===== src/common/a2bus_settings.svh =====
`ifndef A2BUS_SETTINGS_SVH
`define A2BUS_SETTINGS_SVH

// Nominal logic clock cycles in one bus phase at the card clock rate
`define A2_PHASE_COUNT 26

// Phase count in Phi1 where address and R/W have settled on the bus
`define A2_ADDR_COUNT 18

// Phase count in Phi0 where write data is stable on the bus
`define A2_DATA_COUNT 15

// Slack beyond two phases before a bus cycle is treated as extended
`define A2_EXTRA_COUNT 3

// Slot number of the card, slot 3 decodes device select at C0B0 to C0BF
`define A2_SLOT 3

// Number of bus records the queue can hold
`define A2_QUEUE_DEPTH 4

// Input slots in the register block, which is also the credit count
`define A2_CREDITS 2

`endif


===== src/common/a2bus_pkg.sv =====
package a2bus_pkg;

    // One Apple II bus cycle as seen by the card
    // The sampler builds it once per full Phi1/Phi0 cycle and the slot
    // register block consumes it after it has passed the record queue

    // The address is latched late in Phi1, when the 6502 has settled it
    // The data byte is latched in Phi0 and only on writes
    // On a read the data field repeats the last byte written on the bus,
    // because nothing on the card drives the bus and there is no read data
    // worth keeping

    // The rw_n bit follows the bus polarity, so a low bit marks a write

    // The extended bit belongs to the cycle before this one
    // It is set when the previous Phi1 rising edge to this Phi1 rising edge
    // took longer than two nominal phases plus the allowed slack
    // Stretched cycles come from slow memory, the IIgs or a stopped clock

    // Bit layout from the top down
    // addr is [25:10], data is [9:2], rw_n is [1] and extended is [0]
    typedef struct packed {
        // Full 16-bit CPU address
        logic [15:0] addr;
        // Byte written by the CPU, or the last written byte on a read
        logic [7:0]  data;
        // Low for a write cycle
        logic        rw_n;
        // Previous bus cycle ran longer than normal
        logic        extended;
    } bus_rec_t;

endpackage


===== src/verilog/a2bus_timing.sv =====
`timescale 1ns/100ps

module a2bus_timing (
    input  logic       a2bus_if,
    input  logic       rst_n_i,
    input  logic       a2_phi1_i,
    output logic       phi1_o,
    output logic       phi1_rise_o,
    output logic       phi1_fall_o,
    output logic [5:0] phase_count_o,
    output logic [6:0] cycle_time_o,
    output logic       sleep_o
);

    // Both counters stop at all ones instead of wrapping
    localparam logic [5:0] PHASE_MAX = 6'd63;
    localparam logic [6:0] CYCLE_MAX = 7'd127;

    logic       phi1_meta_r;
    logic       phi1_sync_r;
    logic       phi1_prev_r;
    logic       rise_r;
    logic       fall_r;
    logic [5:0] phase_cnt_r;
    logic [6:0] cycle_cnt_r;

    // Phi1 comes from the motherboard and is asynchronous to the logic clock
    // Two flops for metastability, a third one for edge detection
    // The edge pulses are registered so they line up with phi1_prev_r
    always_ff @(posedge a2bus_if) begin
        if (!rst_n_i) begin
            phi1_meta_r <= 1'b0;
            phi1_sync_r <= 1'b0;
            phi1_prev_r <= 1'b0;
            rise_r      <= 1'b0;
            fall_r      <= 1'b0;
        end else begin
            phi1_meta_r <= a2_phi1_i;
            phi1_sync_r <= phi1_meta_r;
            phi1_prev_r <= phi1_sync_r;
            rise_r      <= phi1_sync_r && !phi1_prev_r;
            fall_r      <= !phi1_sync_r && phi1_prev_r;
        end
    end

    // Cycles since the last Phi1 edge of either polarity
    // A full count means the bus clock has stopped
    always_ff @(posedge a2bus_if) begin
        if (!rst_n_i) begin
            phase_cnt_r <= '0;
        end else if (rise_r || fall_r) begin
            phase_cnt_r <= '0;
        end else if (phase_cnt_r != PHASE_MAX) begin
            phase_cnt_r <= phase_cnt_r + 1'b1;
        end
    end

    // Length of the whole bus cycle, restarted on each Phi1 rising edge
    // Holding at the top keeps a long stall from aliasing to a short cycle
    always_ff @(posedge a2bus_if) begin
        if (!rst_n_i) begin
            cycle_cnt_r <= '0;
        end else if (rise_r) begin
            cycle_cnt_r <= '0;
        end else if (cycle_cnt_r != CYCLE_MAX) begin
            cycle_cnt_r <= cycle_cnt_r + 1'b1;
        end
    end

    assign phi1_o        = phi1_prev_r;
    assign phi1_rise_o   = rise_r;
    assign phi1_fall_o   = fall_r;
    assign phase_count_o = phase_cnt_r;
    assign cycle_time_o  = cycle_cnt_r;
    assign sleep_o       = (phase_cnt_r == PHASE_MAX);

endmodule


===== src/apple_bus/apple_bus.sv =====
`timescale 1ns/100ps
`include "a2bus_settings.svh"

module apple_bus (
    input  logic                a2bus_if,
    input  logic                rst_n_i,
    input  logic                a2_phi1_i,
    input  logic [15:0]         a2_a_i,
    input  logic [7:0]          a2_d_i,
    input  logic                a2_rw_n_i,
    output logic                sleep_o,
    output logic                rec_valid_o,
    output a2bus_pkg::bus_rec_t rec_o
);

    // Sample points in phase counts, tuned for the synchronizer delay
    localparam logic [5:0] ADDR_COUNT = 6'(`A2_ADDR_COUNT);
    localparam logic [5:0] DATA_COUNT = 6'(`A2_DATA_COUNT);
    // A normal cycle measures two phases less one, anything at or past this is stretched
    localparam logic [6:0] EXT_LIMIT = 7'(2 * `A2_PHASE_COUNT + `A2_EXTRA_COUNT);

    logic        phi1_w;
    logic        phi1_rise_w;
    logic        phi1_fall_w;
    logic [5:0]  phase_count_w;
    logic [6:0]  cycle_time_w;
    logic        addr_strobe_w;
    logic        data_strobe_w;
    logic [15:0] addr_r;
    logic [7:0]  data_r;
    logic        rw_n_r;
    logic        addr_seen_r;
    logic        data_armed_r;
    logic        rise_seen_r;
    logic        ext_r;
    logic        rec_valid_r;

    a2bus_timing u_timing (
        .a2bus_if      (a2bus_if),
        .rst_n_i       (rst_n_i),
        .a2_phi1_i     (a2_phi1_i),
        .phi1_o        (phi1_w),
        .phi1_rise_o   (phi1_rise_w),
        .phi1_fall_o   (phi1_fall_w),
        .phase_count_o (phase_count_w),
        .cycle_time_o  (cycle_time_w),
        .sleep_o       (sleep_o)
    );

    // Address and R/W are valid late in Phi1
    assign addr_strobe_w = phi1_w && (phase_count_w == ADDR_COUNT);
    // Data is taken in Phi0, but only when this Phi0 follows a sampled Phi1
    assign data_strobe_w = !phi1_w && (phase_count_w == DATA_COUNT) && data_armed_r;

    // Bus latches, the data byte only moves on writes
    always_ff @(posedge a2bus_if) begin
        if (addr_strobe_w) begin
            addr_r <= a2_a_i;
            rw_n_r <= a2_rw_n_i;
        end
        if (data_strobe_w && !rw_n_r) begin
            data_r <= a2_d_i;
        end
    end

    always_ff @(posedge a2bus_if) begin
        if (!rst_n_i) begin
            addr_seen_r  <= 1'b0;
            data_armed_r <= 1'b0;
            rise_seen_r  <= 1'b0;
            ext_r        <= 1'b0;
            rec_valid_r  <= 1'b0;
        end else begin
            // The record leaves the cycle after the data sample point
            rec_valid_r <= data_strobe_w;
            if (addr_strobe_w) begin
                addr_seen_r <= 1'b1;
            end
            // Falling Phi1 hands a sampled address over to the data phase
            if (phi1_fall_w) begin
                data_armed_r <= addr_seen_r;
                addr_seen_r  <= 1'b0;
            end else if (data_strobe_w) begin
                data_armed_r <= 1'b0;
            end
            // The first rising edge after reset has no whole cycle behind it
            if (phi1_rise_w) begin
                rise_seen_r <= 1'b1;
                ext_r       <= rise_seen_r && (cycle_time_w >= EXT_LIMIT);
            end
        end
    end

    assign rec_valid_o = rec_valid_r;
    assign rec_o = '{addr: addr_r, data: data_r, rw_n: rw_n_r, extended: ext_r};

endmodule


===== src/verilog/record_queue.sv =====
`timescale 1ns/100ps
`include "a2bus_settings.svh"

module record_queue (
    input  logic                a2bus_if,
    input  logic                rst_n_i,
    input  logic                in_valid_i,
    input  a2bus_pkg::bus_rec_t in_rec_i,
    input  logic                credit_return_i,
    output logic                out_valid_o,
    output a2bus_pkg::bus_rec_t out_rec_o,
    output logic                overrun_o
);

    import a2bus_pkg::*;

    localparam int DEPTH   = `A2_QUEUE_DEPTH;
    localparam int CREDITS = `A2_CREDITS;
    localparam int PTR_W   = (DEPTH > 1) ? $clog2(DEPTH) : 1;
    localparam int CNT_W   = $clog2(DEPTH + 1);
    localparam int CRD_W   = $clog2(CREDITS + 1);

    bus_rec_t         mem_r [DEPTH];
    logic [PTR_W-1:0] wr_ptr_r;
    logic [PTR_W-1:0] rd_ptr_r;
    logic [CNT_W-1:0] count_r;
    logic [CRD_W-1:0] credit_r;
    logic             overrun_r;
    logic             full_w;
    logic             push_w;
    logic             pop_w;

    // Pointer step with wrap, depth need not be a power of two
    function automatic logic [PTR_W-1:0] next_ptr(input logic [PTR_W-1:0] ptr);
        if (ptr == PTR_W'(DEPTH - 1)) begin
            return '0;
        end
        return ptr + 1'b1;
    endfunction

    // The bus cannot wait, so a record that finds the queue full is lost
    assign full_w = (count_r == CNT_W'(DEPTH));
    assign push_w = in_valid_i && !full_w;
    // Head goes out whenever the consumer still has a free input slot
    assign pop_w  = (count_r != '0) && (credit_r != '0);

    always_ff @(posedge a2bus_if) begin
        if (push_w) begin
            mem_r[wr_ptr_r] <= in_rec_i;
        end
    end

    always_ff @(posedge a2bus_if) begin
        if (!rst_n_i) begin
            wr_ptr_r  <= '0;
            rd_ptr_r  <= '0;
            count_r   <= '0;
            credit_r  <= CRD_W'(CREDITS);
            overrun_r <= 1'b0;
        end else begin
            if (push_w) begin
                wr_ptr_r <= next_ptr(wr_ptr_r);
            end
            if (pop_w) begin
                rd_ptr_r <= next_ptr(rd_ptr_r);
            end
            count_r <= count_r + CNT_W'(push_w) - CNT_W'(pop_w);
            // A send and a returned credit in one cycle cancel out
            credit_r <= credit_r - CRD_W'(pop_w) + CRD_W'(credit_return_i);
            // Sticky until reset so software can see that records were lost
            overrun_r <= overrun_r || (in_valid_i && full_w);
        end
    end

    assign out_valid_o = pop_w;
    assign out_rec_o   = mem_r[rd_ptr_r];
    assign overrun_o   = overrun_r;

endmodule


===== src/verilog/slot_io_regs.sv =====
`timescale 1ns/100ps
`include "a2bus_settings.svh"

module slot_io_regs (
    input  logic                a2bus_if,
    input  logic                rst_n_i,
    input  logic                rec_valid_i,
    input  a2bus_pkg::bus_rec_t rec_i,
    input  logic                host_hold_i,
    input  logic [3:0]          host_addr_i,
    output logic                credit_return_o,
    output logic [7:0]          host_data_o,
    output logic [7:0]          write_count_o,
    output logic [7:0]          extended_count_o
);

    import a2bus_pkg::*;

    localparam int SLOTS  = `A2_CREDITS;
    localparam int PTR_W  = (SLOTS > 1) ? $clog2(SLOTS) : 1;
    localparam int CNT_W  = $clog2(SLOTS + 1);
    // Device select for slot n is C080 + n*16, compared on the upper 12 bits
    localparam logic [11:0] DEVSEL_BASE = 12'hC08 + 12'(`A2_SLOT);

    bus_rec_t         slot_r [SLOTS];
    logic [7:0]       regs_r [16];
    logic [PTR_W-1:0] wr_ptr_r;
    logic [PTR_W-1:0] rd_ptr_r;
    logic [CNT_W-1:0] count_r;
    logic [7:0]       write_cnt_r;
    logic [7:0]       ext_cnt_r;
    bus_rec_t         head_w;
    logic             retire_w;
    logic             in_window_w;

    // The queue never sends more than there are slots, so no full check
    assign head_w      = slot_r[rd_ptr_r];
    assign retire_w    = (count_r != '0) && !host_hold_i;
    assign in_window_w = (head_w.addr[15:4] == DEVSEL_BASE);

    always_ff @(posedge a2bus_if) begin
        if (rec_valid_i) begin
            slot_r[wr_ptr_r] <= rec_i;
        end
        // Only writes into the device-select window touch the registers
        if (retire_w && !head_w.rw_n && in_window_w) begin
            regs_r[head_w.addr[3:0]] <= head_w.data;
        end
    end

    always_ff @(posedge a2bus_if) begin
        if (!rst_n_i) begin
            wr_ptr_r    <= '0;
            rd_ptr_r    <= '0;
            count_r     <= '0;
            write_cnt_r <= '0;
            ext_cnt_r   <= '0;
        end else begin
            if (rec_valid_i) begin
                wr_ptr_r <= (wr_ptr_r == PTR_W'(SLOTS - 1)) ? '0 : wr_ptr_r + 1'b1;
            end
            if (retire_w) begin
                rd_ptr_r <= (rd_ptr_r == PTR_W'(SLOTS - 1)) ? '0 : rd_ptr_r + 1'b1;
                if (!head_w.rw_n && in_window_w) begin
                    write_cnt_r <= write_cnt_r + 1'b1;
                end
                // Counted on every record, reads and other addresses too
                if (head_w.extended) begin
                    ext_cnt_r <= ext_cnt_r + 1'b1;
                end
            end
            count_r <= count_r + CNT_W'(rec_valid_i) - CNT_W'(retire_w);
        end
    end

    // Each retired record frees one slot and goes back as a credit
    assign credit_return_o  = retire_w;
    assign host_data_o      = regs_r[host_addr_i];
    assign write_count_o    = write_cnt_r;
    assign extended_count_o = ext_cnt_r;

endmodule


===== src/verilog/a2_card_top.sv =====
`timescale 1ns/100ps

module a2_card_top (
    input  logic        a2bus_if,
    input  logic        rst_n_i,
    input  logic        a2_phi1_i,
    input  logic [15:0] a2_a_i,
    input  logic [7:0]  a2_d_i,
    input  logic        a2_rw_n_i,
    input  logic        host_hold_i,
    input  logic [3:0]  host_addr_i,
    output logic        sleep_o,
    output logic        overrun_o,
    output logic [7:0]  host_data_o,
    output logic [7:0]  write_count_o,
    output logic [7:0]  extended_count_o
);

    import a2bus_pkg::*;

    // Sampler to queue
    logic     rec_valid_w;
    bus_rec_t rec_w;
    // Queue to register block, with credits flowing back
    logic     q_valid_w;
    bus_rec_t q_rec_w;
    logic     credit_return_w;

    apple_bus u_apple_bus (
        .a2bus_if    (a2bus_if),
        .rst_n_i     (rst_n_i),
        .a2_phi1_i   (a2_phi1_i),
        .a2_a_i      (a2_a_i),
        .a2_d_i      (a2_d_i),
        .a2_rw_n_i   (a2_rw_n_i),
        .sleep_o     (sleep_o),
        .rec_valid_o (rec_valid_w),
        .rec_o       (rec_w)
    );

    record_queue u_record_queue (
        .a2bus_if        (a2bus_if),
        .rst_n_i         (rst_n_i),
        .in_valid_i      (rec_valid_w),
        .in_rec_i        (rec_w),
        .credit_return_i (credit_return_w),
        .out_valid_o     (q_valid_w),
        .out_rec_o       (q_rec_w),
        .overrun_o       (overrun_o)
    );

    slot_io_regs u_slot_io_regs (
        .a2bus_if         (a2bus_if),
        .rst_n_i          (rst_n_i),
        .rec_valid_i      (q_valid_w),
        .rec_i            (q_rec_w),
        .host_hold_i      (host_hold_i),
        .host_addr_i      (host_addr_i),
        .credit_return_o  (credit_return_w),
        .host_data_o      (host_data_o),
        .write_count_o    (write_count_o),
        .extended_count_o (extended_count_o)
    );

endmodule


===== config.mk =====
export PLATFORM = sky130hd
export DESIGN_NAME = a2_card_top
export DESIGN_NICKNAME = d
export VERILOG_FILES = /design/src/common/a2bus_pkg.sv /design/src/verilog/a2bus_timing.sv /design/src/apple_bus/apple_bus.sv /design/src/verilog/record_queue.sv /design/src/verilog/slot_io_regs.sv /design/src/verilog/a2_card_top.sv
export VERILOG_INCLUDE_DIRS = /design/src /design/src/common
export SDC_FILE = /design/constraint.sdc
export NUM_CORES = 1
export LEC_CHECK = 0
export BUFFER_PORTS_ARGS = -buffer_cell sky130_fd_sc_hd__buf_2
export CORE_MARGIN = 2
export CORE_UTILIZATION = 60
export CTS_CLUSTER_SIZE = 12
export DETAILED_ROUTE_END_ITERATION = 10
export PLACE_DENSITY = 0.78
export SLEW_MARGIN = 30
export SYNTH_ARGS = -nofsm -noshare
export SYNTH_HDL_FRONTEND = slang
export SYNTH_SLANG_ARGS = --single-unit

===== constraint.sdc =====
create_clock -name a2bus_if -period 3.7 [get_ports a2bus_if]
set_input_delay 0.555 -clock a2bus_if [delete_from_list [all_inputs] [get_ports a2bus_if]]
set_output_delay 0.555 -clock a2bus_if [all_outputs]
set_load 0.01 [all_outputs]

==> results of run 1 <==
## layer usage
layer / global-route usage [%] / share of wire (%) / vias to the layer above
met1: 27.21 / 40 / 3491
met4: 6.029 / 1.9 / 0
met3: 3.628 / 4.9 / 43
met2: 35.86 / 53 / 212
met5: 0 / 0 / -
li1: - / - / 3104
## cells in the mapped netlist, types with 10 or more instances
library cell  number  share of area (%)
a211oi_1          14               0.75
a21oi_1           11               0.39
and2_1            21               0.94
clkbuf_1          16               0.43
dfxtp_1           56                8.0
edfxtp_1         309                 66
ha_1              13                1.2
inv_1             13               0.35
mux2i_1           16                1.1
mux4_1            28                5.3
mux4_2            38                6.1
nand2_1           30               0.80
nand2b_1          10               0.45
nor2_1            27               0.72
xnor2_1           11               0.69
## stage by stage
stage / utilization, % / worst slack (ps)
after floorplan: - / 975.8
after global placement: 64.70 / 824.4
after detailed placement: 64.70 / 757.0
after CTS: 69.28 / 735.9
after global routing: 69.29 / 660.7
final: 69.29 / 751.0
## power by group
group	total, W	internal (W)	leakage [nW]	switching [W]
clock	0.00327	0.00186	0.507	0.00141
combinational	0.00147	0.000596	1.60	0.000878
sequential	0.00539	0.00516	3.24	0.000226
total	0.0101	0.00762	5.35	0.00251
## area by class of cell
class | count | share of cell area (%)
flip-flops and latches | 365 | 65.92
multi-input cells | 322 | 21.47
clock buffers | 49 | 6.215
repair buffers | 87 | 3.219
well taps | 313 | 2.481
clock inverters | 9 | 0.3885
inverters | 13 | 0.3092
## worst min path at each step
stage / slack (ps) / to / from
CTS: 180 / u_apple_bus.addr_r[9] / a2_a_i[9]
floorplan: 380 / u_apple_bus.u_timing.phi1_fall_o / u_apple_bus.u_timing.phi1_sync_r
detailed placement: 400 / u_apple_bus.u_timing.phi1_fall_o / u_apple_bus.u_timing.phi1_sync_r
global placement: 400 / u_apple_bus.u_timing.phi1_fall_o / u_apple_bus.u_timing.phi1_sync_r
global route: 180 / u_apple_bus.addr_r[7] / a2_a_i[7]
finish: 210 / u_apple_bus.addr_r[9] / a2_a_i[9]
## kinds of logic (layout without fill, tap and decap cells)
family | Yosys count | in the layout | synth area share (%)
muxes | 90 | 90 | 13.16
AOI/OAI and AO/OA | 49 | 49 | 2.484
DFF | 365 | 365 | 74.29
buffers and inverters | 43 | 158 | 1.591
adders and majority gates | 14 | 14 | 1.305
and+or+nand+nor | 150 | 150 | 5.988
xor gates and xnor gates | 19 | 19 | 1.189
## flip-flops by register name (all words and copies together) (netlist names), 2 cells and up, named ones only
register and count:
u_slot_io_regs.regs_r 128, u_record_queue.mem_r 104, u_slot_io_regs.slot_r 52, u_apple_bus.addr_r 16
u_apple_bus.data_r 8, u_slot_io_regs.extended_count_o 8, u_slot_io_regs.write_count_o 8, u_apple_bus.u_timing.cycle_time_o 7
u_apple_bus.u_timing.phase_count_o 6, u_record_queue.count_r 3, u_record_queue.credit_r 2, u_record_queue.rd_ptr_r 2
u_record_queue.wr_ptr_r 2, u_slot_io_regs.count_r 2
==> impl_metrics.yaml, run 1 <==
setup_path:
  endpoint: "host_data_o[0]"
  crit_path_top_delay_cell: "mux4_1"
  r2r-end: "u_slot_io_regs.regs_r[3][2]"
  crit_path_max_incr_delay_ps: 660
  critical_path_peak_fanout: 32
  cp_top_family: "multiplexers"
  crit_type: "in -> out"
  timing.critical_path.buf_inv: 3
  worst_ep_arrival_time_ps: 2390
  crit_path_cell_trace: "buf_2 > buf_4 > mux4_1 > mux4_2 > buf_2"
  worst-endpoint-required_ps: 3140
  critical_path.most_common_cell: "buf_2"
  critPathLaunch: "host_addr_i[0]"
  setup.worst_path.end_class: "output port"
  ff2ff_path_depth: 5
  crit_path_cell_count: 5
  critical_path.startpoint_type: "input port"
  reg2reg_setup_slack_ps: 1150
cells_and_area:
  fill_cells: 1348
  finalNonFillerCells: 1158
  stdcell_area_um2: 15780
  drive_above_1_share_pct: 22.13
  regArea_um2: 10400
  multi_input_comb_area_um2: 3388
  layout.cells.most_common: "edfxtp_1"
  n_antenna_cell: 0
  fin_nets: 873
  most-common-layout-cells: "edfxtp_1 (309), buf_2 (58), dfxtp_1 (55), mux4_2 (38), clkbuf_16 (37)"
  layout-area-overhead-vs-synth_pct: 12.74
sta:
  rsz_0062_raised_after_global_routing: "no"
  slew_viol_final: 0
  fmaxAchievable_mhz: 339.1
  hold_ws_ps: 208.3
  finalSetupViolCount: 0
  final.setup.tns_ps: 0
  final.setup_skew_ps: 14.08
  post-route-min-period_ps: 2949
  worst_pin_slew_ps: 627.2
  finalCritPeriodShare_pct: 79.70
  relSlewSlack_pct: 58.19
  final-hold-violation-count: 0
floorplan:
  fp.dieArea_um2: 24570
  placeableCoreArea_um2: 22780
  placementRows: 55
  initial_utilization_pct: 61.46
  io_pins: 59
  fp.dieH_um: 156.8
  die-width_um: 156.8
cts:
  insertion_delay_ps: 520
  tritoncts: "yes"
  holdBufCountCts: 0
  numClockSinks: 365
  cts.clk_slew.worst_paths_ps: 50
  cts_max_level: 2
  numCtsBuffers: 37
  root_cell_of_the_clock_tree: "clkbuf_16"
  clock_tree.buffer_depth: 3
  post_cts.repair.setup_buffers: 0
  cts_resized: 0
detailed_routing:
  vias: 6850
  post_drt_via_cell_ratio: 5.915
  drt_iter0_drc: 640
  firstDrtPassIters: 5
  final_antenna_net_count: 0
  route.final.wire_length_um: 24290
  drc_errors: 0
  wire_per_inst_um: 20.97
synthesis:
  yosys.cell_types.count: 55
  postSynth.asyncResetShare_pct: 0
  synth_enable_flop_cells: 309
  synthesis.area_per_instance_um2: 19.18
  mappedNetlistArea_um2: 14000
  ys_dominant_reg_cell: "edfxtp_1"
  synth_cells: 730
  ys.warnings.count: 0
  synth_nets: 777
  synth_seq_cells: 365
  seq_area_frac_synth_pct: 74.29
hold_path:
  holdPathStages: 1
  hp-class: "in -> reg"
place:
  place.port_buffers: 58
  place.detailed.hpwl_um: 15340
  final_estimated_routing_congestion_in_global_placement: 0.8090
  placedCellCount: 1100
  post_dp_cell_area_um2: 14740
pwr:
  p_total_w: 0.01013
  vdd_drop_max_mv: 0.4263
  leakage_nw: 5.348
  power_per_cell_area_nw_per_um2: 641.6
grt:
  first_global_vias: 6975
  globalRouteTotalUtil_pct: 20.71
  grt_max_degree: 55
  grt_first_pass_wirelength_um: 38540
  grt-ovfl-total: 0
  antenna_found_initial: 0
status:
  status: "complete, no violations"
job:
  max_cap_violations: 0
No activity file was read; power rests on OpenSTA's default activity.
==> inputs of run 2 (changes only) <==
==> constraint.sdc (replaced) <==
create_clock -name a2bus_if -period 2.8 [get_ports a2bus_if]
set_input_delay 0.42 -clock a2bus_if [delete_from_list [all_inputs] [get_ports a2bus_if]]
set_output_delay 0.42 -clock a2bus_if [all_outputs]
set_load 0.01 [all_outputs]
==> impl_metrics.yaml, run 2 (synthesis results as in run 1) <==
setup_path:
  crit_path_max_incr_delay_ps: 600
  crit_type: "in -> out"
  critical_path_peak_fanout: 15
  critical_path.startpoint_type: "input port"
  worst-endpoint-required_ps: 2380
  crit_path_cell_count: 5
  crit_path_cell_trace: "buf_2 > buf_12 > mux4_1 > mux4_2 > buf_2"
  setup.worst_path.end_class: "output port"
  timing.critical_path.buf_inv: 3
  crit_path_top_delay_cell: "mux4_1"
  ff2ff_path_depth: 5
  critical_path.most_common_cell: "buf_2"
  worst_ep_arrival_time_ps: 2120
  cp_top_family: "multiplexers"
grt:
  globalRouteTotalUtil_pct: 20.36
  antenna_found_initial: 0
  grt_max_degree: 54
  first_global_vias: 6970
  grt-ovfl-total: 0
  grt_first_pass_wirelength_um: 37570
sta:
  finalSetupViolCount: 0
  fmaxAchievable_mhz: 393.3
  final.setup.tns_ps: 0
  finalCritPeriodShare_pct: 90.81
  slew_viol_final: 0
  relSlewSlack_pct: 58.18
  final-hold-violation-count: 0
  rsz_0062_raised_after_global_routing: "no"
  final.setup_skew_ps: 17.51
  post-route-min-period_ps: 2543
  worst_pin_slew_ps: 625.0
  hold_ws_ps: 70.92
floorplan:
  fp.dieH_um: 156.8
  initial_utilization_pct: 61.46
  fp.dieArea_um2: 24570
  io_pins: 59
  die-width_um: 156.8
  placeableCoreArea_um2: 22780
  placementRows: 55
pwr:
  leakage_nw: 5.386
  vdd_drop_max_mv: 0.5703
  power_per_cell_area_nw_per_um2: 848.2
cts:
  numCtsBuffers: 37
  cts_resized: 0
  cts.clk_slew.worst_paths_ps: 60
  root_cell_of_the_clock_tree: "clkbuf_16"
  tritoncts: "yes"
  cts_max_level: 2
  holdBufCountCts: 0
  clock_tree.buffer_depth: 3
  post_cts.repair.setup_buffers: 0
  insertion_delay_ps: 520
  numClockSinks: 365
hold_path:
  hp-class: "in -> reg"
  holdPathStages: 1
cells_and_area:
  drive_above_1_share_pct: 22.42
  finalNonFillerCells: 1165
  n_antenna_cell: 0
  most-common-layout-cells: "edfxtp_1 (309), buf_2 (58), dfxtp_1 (55), mux4_2 (38), clkbuf_16 (37)"
  stdcell_area_um2: 15870
  layout.cells.most_common: "edfxtp_1"
  largest_register_ffs: 128
  fin_nets: 876
  layout-area-overhead-vs-synth_pct: 13.35
detailed_routing:
  wire_per_inst_um: 20.55
  final_antenna_net_count: 0
  drt_iter0_drc: 596
  post_drt_via_cell_ratio: 5.859
  drc_errors: 0
  vias: 6826
  firstDrtPassIters: 5
  route.final.wire_length_um: 23940
place:
  place.port_buffers: 58
  post_dp_cell_area_um2: 14800
  final_estimated_routing_congestion_in_global_placement: 0.7915
  place.detailed.hpwl_um: 15130
  placedCellCount: 1103
status:
  status: "complete, no violations"
job:
  max_cap_violations: 0
run 2: cell types whose count changed in the layout (fill, tap and decap cells not counted), sizes merged:
cell and delta:
buf +3, inv -2, clkinv +1, clkbuf +5
run 2: path summary, 6_finish.rpt:
path                                          from  slack, ps                                to
hold reg to reg   u_apple_bus.u_timing.phi1_meta_r        430  u_apple_bus.u_timing.phi1_sync_r
setup / recovery                    host_addr_i[0]        260                    host_data_o[6]
hold / removal                          a2_a_i[14]         70            u_apple_bus.addr_r[14]
setup reg to reg      u_slot_io_regs.slot_r[1][22]        310       u_slot_io_regs.regs_r[6][4]
run 2: area by class of cell:
type,count,area [um2]
clock buffers,54,1010
clock inverters,8,61.31
fillers,1364,6909
inverters,13,48.80
multi-input cells,322,3388
flip-flops and latches,365,10400
well taps,313,391.6
repair buffers,90,568.0
run 2: power by group:
| group | switching, W | internal (W) | total [W] | leakage [nW] |
|---|---|---|---|---|
| clock | 0.00188 | 0.00250 | 0.00438 | 0.517 |
| sequential | 0.000177 | 0.00682 | 0.00699 | 3.24 |
| combinational | 0.00128 | 0.000804 | 0.00209 | 1.63 |
run 2: layer usage:
| layer | vias up | global-route usage, % | routed length, um |
|---|---|---|---|
| met5 | - | 0 | 0 |
| met4 | 0 | 7.776 | 663 |
| met3 | 43 | 3.683 | 1299 |
| met2 | 203 | 35.03 | 12320 |
| met1 | 3460 | 26.06 | 9654 |
| li1 | 3120 | - | - |
run 2: per-stage QoR:
step,setup slack (ps),utilization (%),total power (W)
after floorplan,75.83,-,0.008598
after global placement,308.8,64.97,0.009025
after detailed placement,265.2,64.97,0.009192
after CTS,251.7,69.67,0.01358
after global routing,196.6,69.67,0.01402
final,257.3,69.67,0.01346
==> inputs of run 3 (changes only) <==
--- a/config.mk
+++ b/config.mk
@@ -12,7 +12,7 @@
 export CTS_CLUSTER_SIZE = 12
 export DETAILED_ROUTE_END_ITERATION = 10
 export PLACE_DENSITY = 0.78
-export SLEW_MARGIN = 30
 export SYNTH_ARGS = -nofsm -noshare
 export SYNTH_HDL_FRONTEND = slang
+export SYNTH_HIERARCHICAL = 1
 export SYNTH_SLANG_ARGS = --single-unit
==> impl_metrics.yaml, run 3 <==
status:
  status: "complete, no violations"
setup_path:
  timing.rr.start: "u_slot_io_regs/slot_r[1][21]"
  critical_path_peak_fanout: 1
  crit_path_max_incr_delay_ps: 500
  worst-endpoint-required_ps: 2380
  crit_type: "reg -> out"
  crit_path_top_delay_cell: "mux4_2"
  critical_path.most_common_cell: "mux4_2"
  reg2reg_setup_slack_ps: 420
  setup.worst_path.end_class: "output port"
  r2r-end: "u_slot_io_regs/regs_r[0][3]"
  worst_ep_arrival_time_ps: 2060
  cp_top_family: "multiplexers"
  crit_path_cell_trace: "mux4_2 > mux4_2 > buf_2"
  ff2ff_path_depth: 6
  critical_path.startpoint_type: "flip-flop"
  timing.critical_path.buf_inv: 1
cts:
  holdBufCountCts: 0
  root_cell_of_the_clock_tree: "clkbuf_16"
  post_cts.repair.setup_buffers: 0
  insertion_delay_ps: 510
  cts_resized: 0
  clock_tree.buffer_depth: 3
  tritoncts: "yes"
  cts_max_level: 2
  numClockSinks: 365
  numCtsBuffers: 37
  cts.clk_slew.worst_paths_ps: 60
synthesis:
  yosys.area.top_type: "edfxtp_1"
  synthesis.area_per_instance_um2: 19.10
  mappedNetlistArea_um2: 13870
  synth_enable_flop_cells: 309
  synth_commonest_cells: "edfxtp_1 (309), mux4_2 (60), dfxtp_1 (56)"
  postSynth.asyncResetShare_pct: 0
  yosys.cell_types.count: 61
  ys_dominant_reg_cell: "edfxtp_1"
  synth_nets: 773
  synth_most_common_cell: "edfxtp_1"
  synth_largest_type_area_fraction_pct: 66.91
  synth_seq_cells: 365
  seq_area_frac_synth_pct: 75.00
  post_synth_main_area_contributors: "edfxtp_1 (67%), mux4_2 (9.7%), dfxtp_1 (8.1%)"
  synth_cells: 726
  ys.warnings.count: 6
sta:
  post-route-min-period_ps: 2479
  final-hold-violation-count: 0
  relSlewSlack_pct: 23.09
  finalSetupViolCount: 0
  finalCritPeriodShare_pct: 88.53
  hold_ws_ps: 89.16
  worst_pin_slew_ps: 1154
  fmaxAchievable_mhz: 403.4
  rsz_0062_raised_after_global_routing: "no"
  final.setup.tns_ps: 0
  slew_viol_final: 0
  final.setup_skew_ps: 13.50
place:
  post_dp_cell_area_um2: 14580
  final_estimated_routing_congestion_in_global_placement: 0.8139
  place.detailed.hpwl_um: 15430
  place.port_buffers: 58
  placedCellCount: 1072
grt:
  grt_first_pass_wirelength_um: 36850
  grt-ovfl-total: 0
  globalRouteTotalUtil_pct: 19.78
  first_global_vias: 6779
  grt_max_degree: 34
  antenna_found_initial: 0
floorplan:
  fp.dieH_um: 156.0
  fp.dieArea_um2: 24340
  initial_utilization_pct: 61.25
  placementRows: 55
  placeableCoreArea_um2: 22640
  io_pins: 59
  die-width_um: 156.0
cells_and_area:
  layout-area-overhead-vs-synth_pct: 12.82
  fill_cells: 1335
  n_antenna_cell: 0
  regArea_um2: 10400
  drive_above_1_share_pct: 25.09
  largest_register_ffs: 128
  finalNonFillerCells: 1130
  most-common-layout-cells: "edfxtp_1 (309), mux4_2 (60), buf_2 (58), dfxtp_1 (56), nor2_1 (42)"
  stdcell_area_um2: 15650
  layout.cells.most_common: "edfxtp_1"
  multi_input_comb_area_um2: 3242
  fin_nets: 873
hold_path:
  worst_hold_path.endpoint: "u_apple_bus/data_r[1]"
  holdPathStages: 1
  holdCritStartpoint: "a2_d_i[1]"
  hp-class: "in -> reg"
detailed_routing:
  wire_per_inst_um: 20.66
  drc_errors: 0
  final_antenna_net_count: 0
  firstDrtPassIters: 5
  vias: 6706
  route.final.wire_length_um: 23350
  drt_iter0_drc: 553
  post_drt_via_cell_ratio: 5.935
pwr:
  leakage_nw: 5.268
  comb_power_share_pct: 13.8
  cell_internal_pwr_w: 0.01002
  vdd_drop_max_mv: 0.5456
  power.sequential.fraction_pct: 53.0
  netSwitchingPower_w: 0.003122
  power_per_cell_area_nw_per_um2: 839.9
  p_sw_share_pct: 23.76
  power.share.clock_pct: 33.3
job:
  max_cap_violations: 0
run 3: final cells by class:
cell class / count / share of cell area [%]
tap: 285 / 2.279
clock inverter: 5 / 0.1679
clock buffer: 53 / 6.638
inverter: 15 / 0.3599
timing repair buffer: 86 / 3.359
multi-input combinational: 321 / 20.72
sequential: 365 / 66.47
run 3: per-layer routing:
metal	part of all wire, %	GRT usage, %
met1	41	26.54
met2	52	33.69
met3	5.2	3.833
met4	1.9	5.417
met5	0	0
run 3: worst max-delay path by stage:
stage,cells past startpoint,end,slack [ps],startpoint
2_1_floorplan,3,u_slot_io_regs/slot_r[0][0],400,u_record_queue/count_r[1]
3_3_place_gp,5,host_data_o[4],420,host_addr_i[0]
3_5_place_dp,5,host_data_o[5],380,host_addr_i[0]
4_1_cts,3,host_data_o[5],320,u_slot_io_regs/regs_r[14][5]
5_1_grt,8,u_slot_io_regs/count_r[1],250,u_slot_io_regs/count_r[1]
6_report,3,host_data_o[0],320,u_slot_io_regs/regs_r[15][0]
run 3: worst register-to-register path: cells and delay by family (launching register included):
family                 cells  cell delay (ps)
and+or+nand+nor            5             1460
DFF                        1              380
buffers and inverters      1              250
run 3: cells by family (layout without fill, tap and decap cells):
logic type / count (synthesis) / in the layout / share of synthesized area (%)
multiplexers: 80 / 80 / 11.97
XOR/XNOR: 19 / 19 / 1.200
flip-flops: 365 / 365 / 75.00
AO/OA/AOI/OAI: 53 / 53 / 2.599
buffers and inverters: 40 / 159 / 1.642
AND/OR/NAND/NOR: 155 / 155 / 6.271
adder cells (fa/ha/maj): 14 / 14 / 1.317
run 3: metrics by stage:
stage / setup slack [ps] / util, % / total power (W)
2_1_floorplan: 400.8 / - / 0.008421
3_3_place_gp: 423.1 / 64.40 / 0.008757
3_5_place_dp: 382.1 / 64.40 / 0.008899
4_1_cts: 316.1 / 69.10 / 0.01327
5_1_grt: 248.2 / 69.10 / 0.01370
6_report: 321.2 / 69.10 / 0.01314
run 3: power groups by stage:
stage	Clock (W)	Sequential, W	Combinational, W
finish	0.00437	0.00696	0.00181
global route	0.00467	0.00700	0.00203
CTS	0.00447	0.00696	0.00184
detailed placement	0	0.00707	0.00183
global placement	0	0.00704	0.00172
floorplan	0	0.00702	0.00140
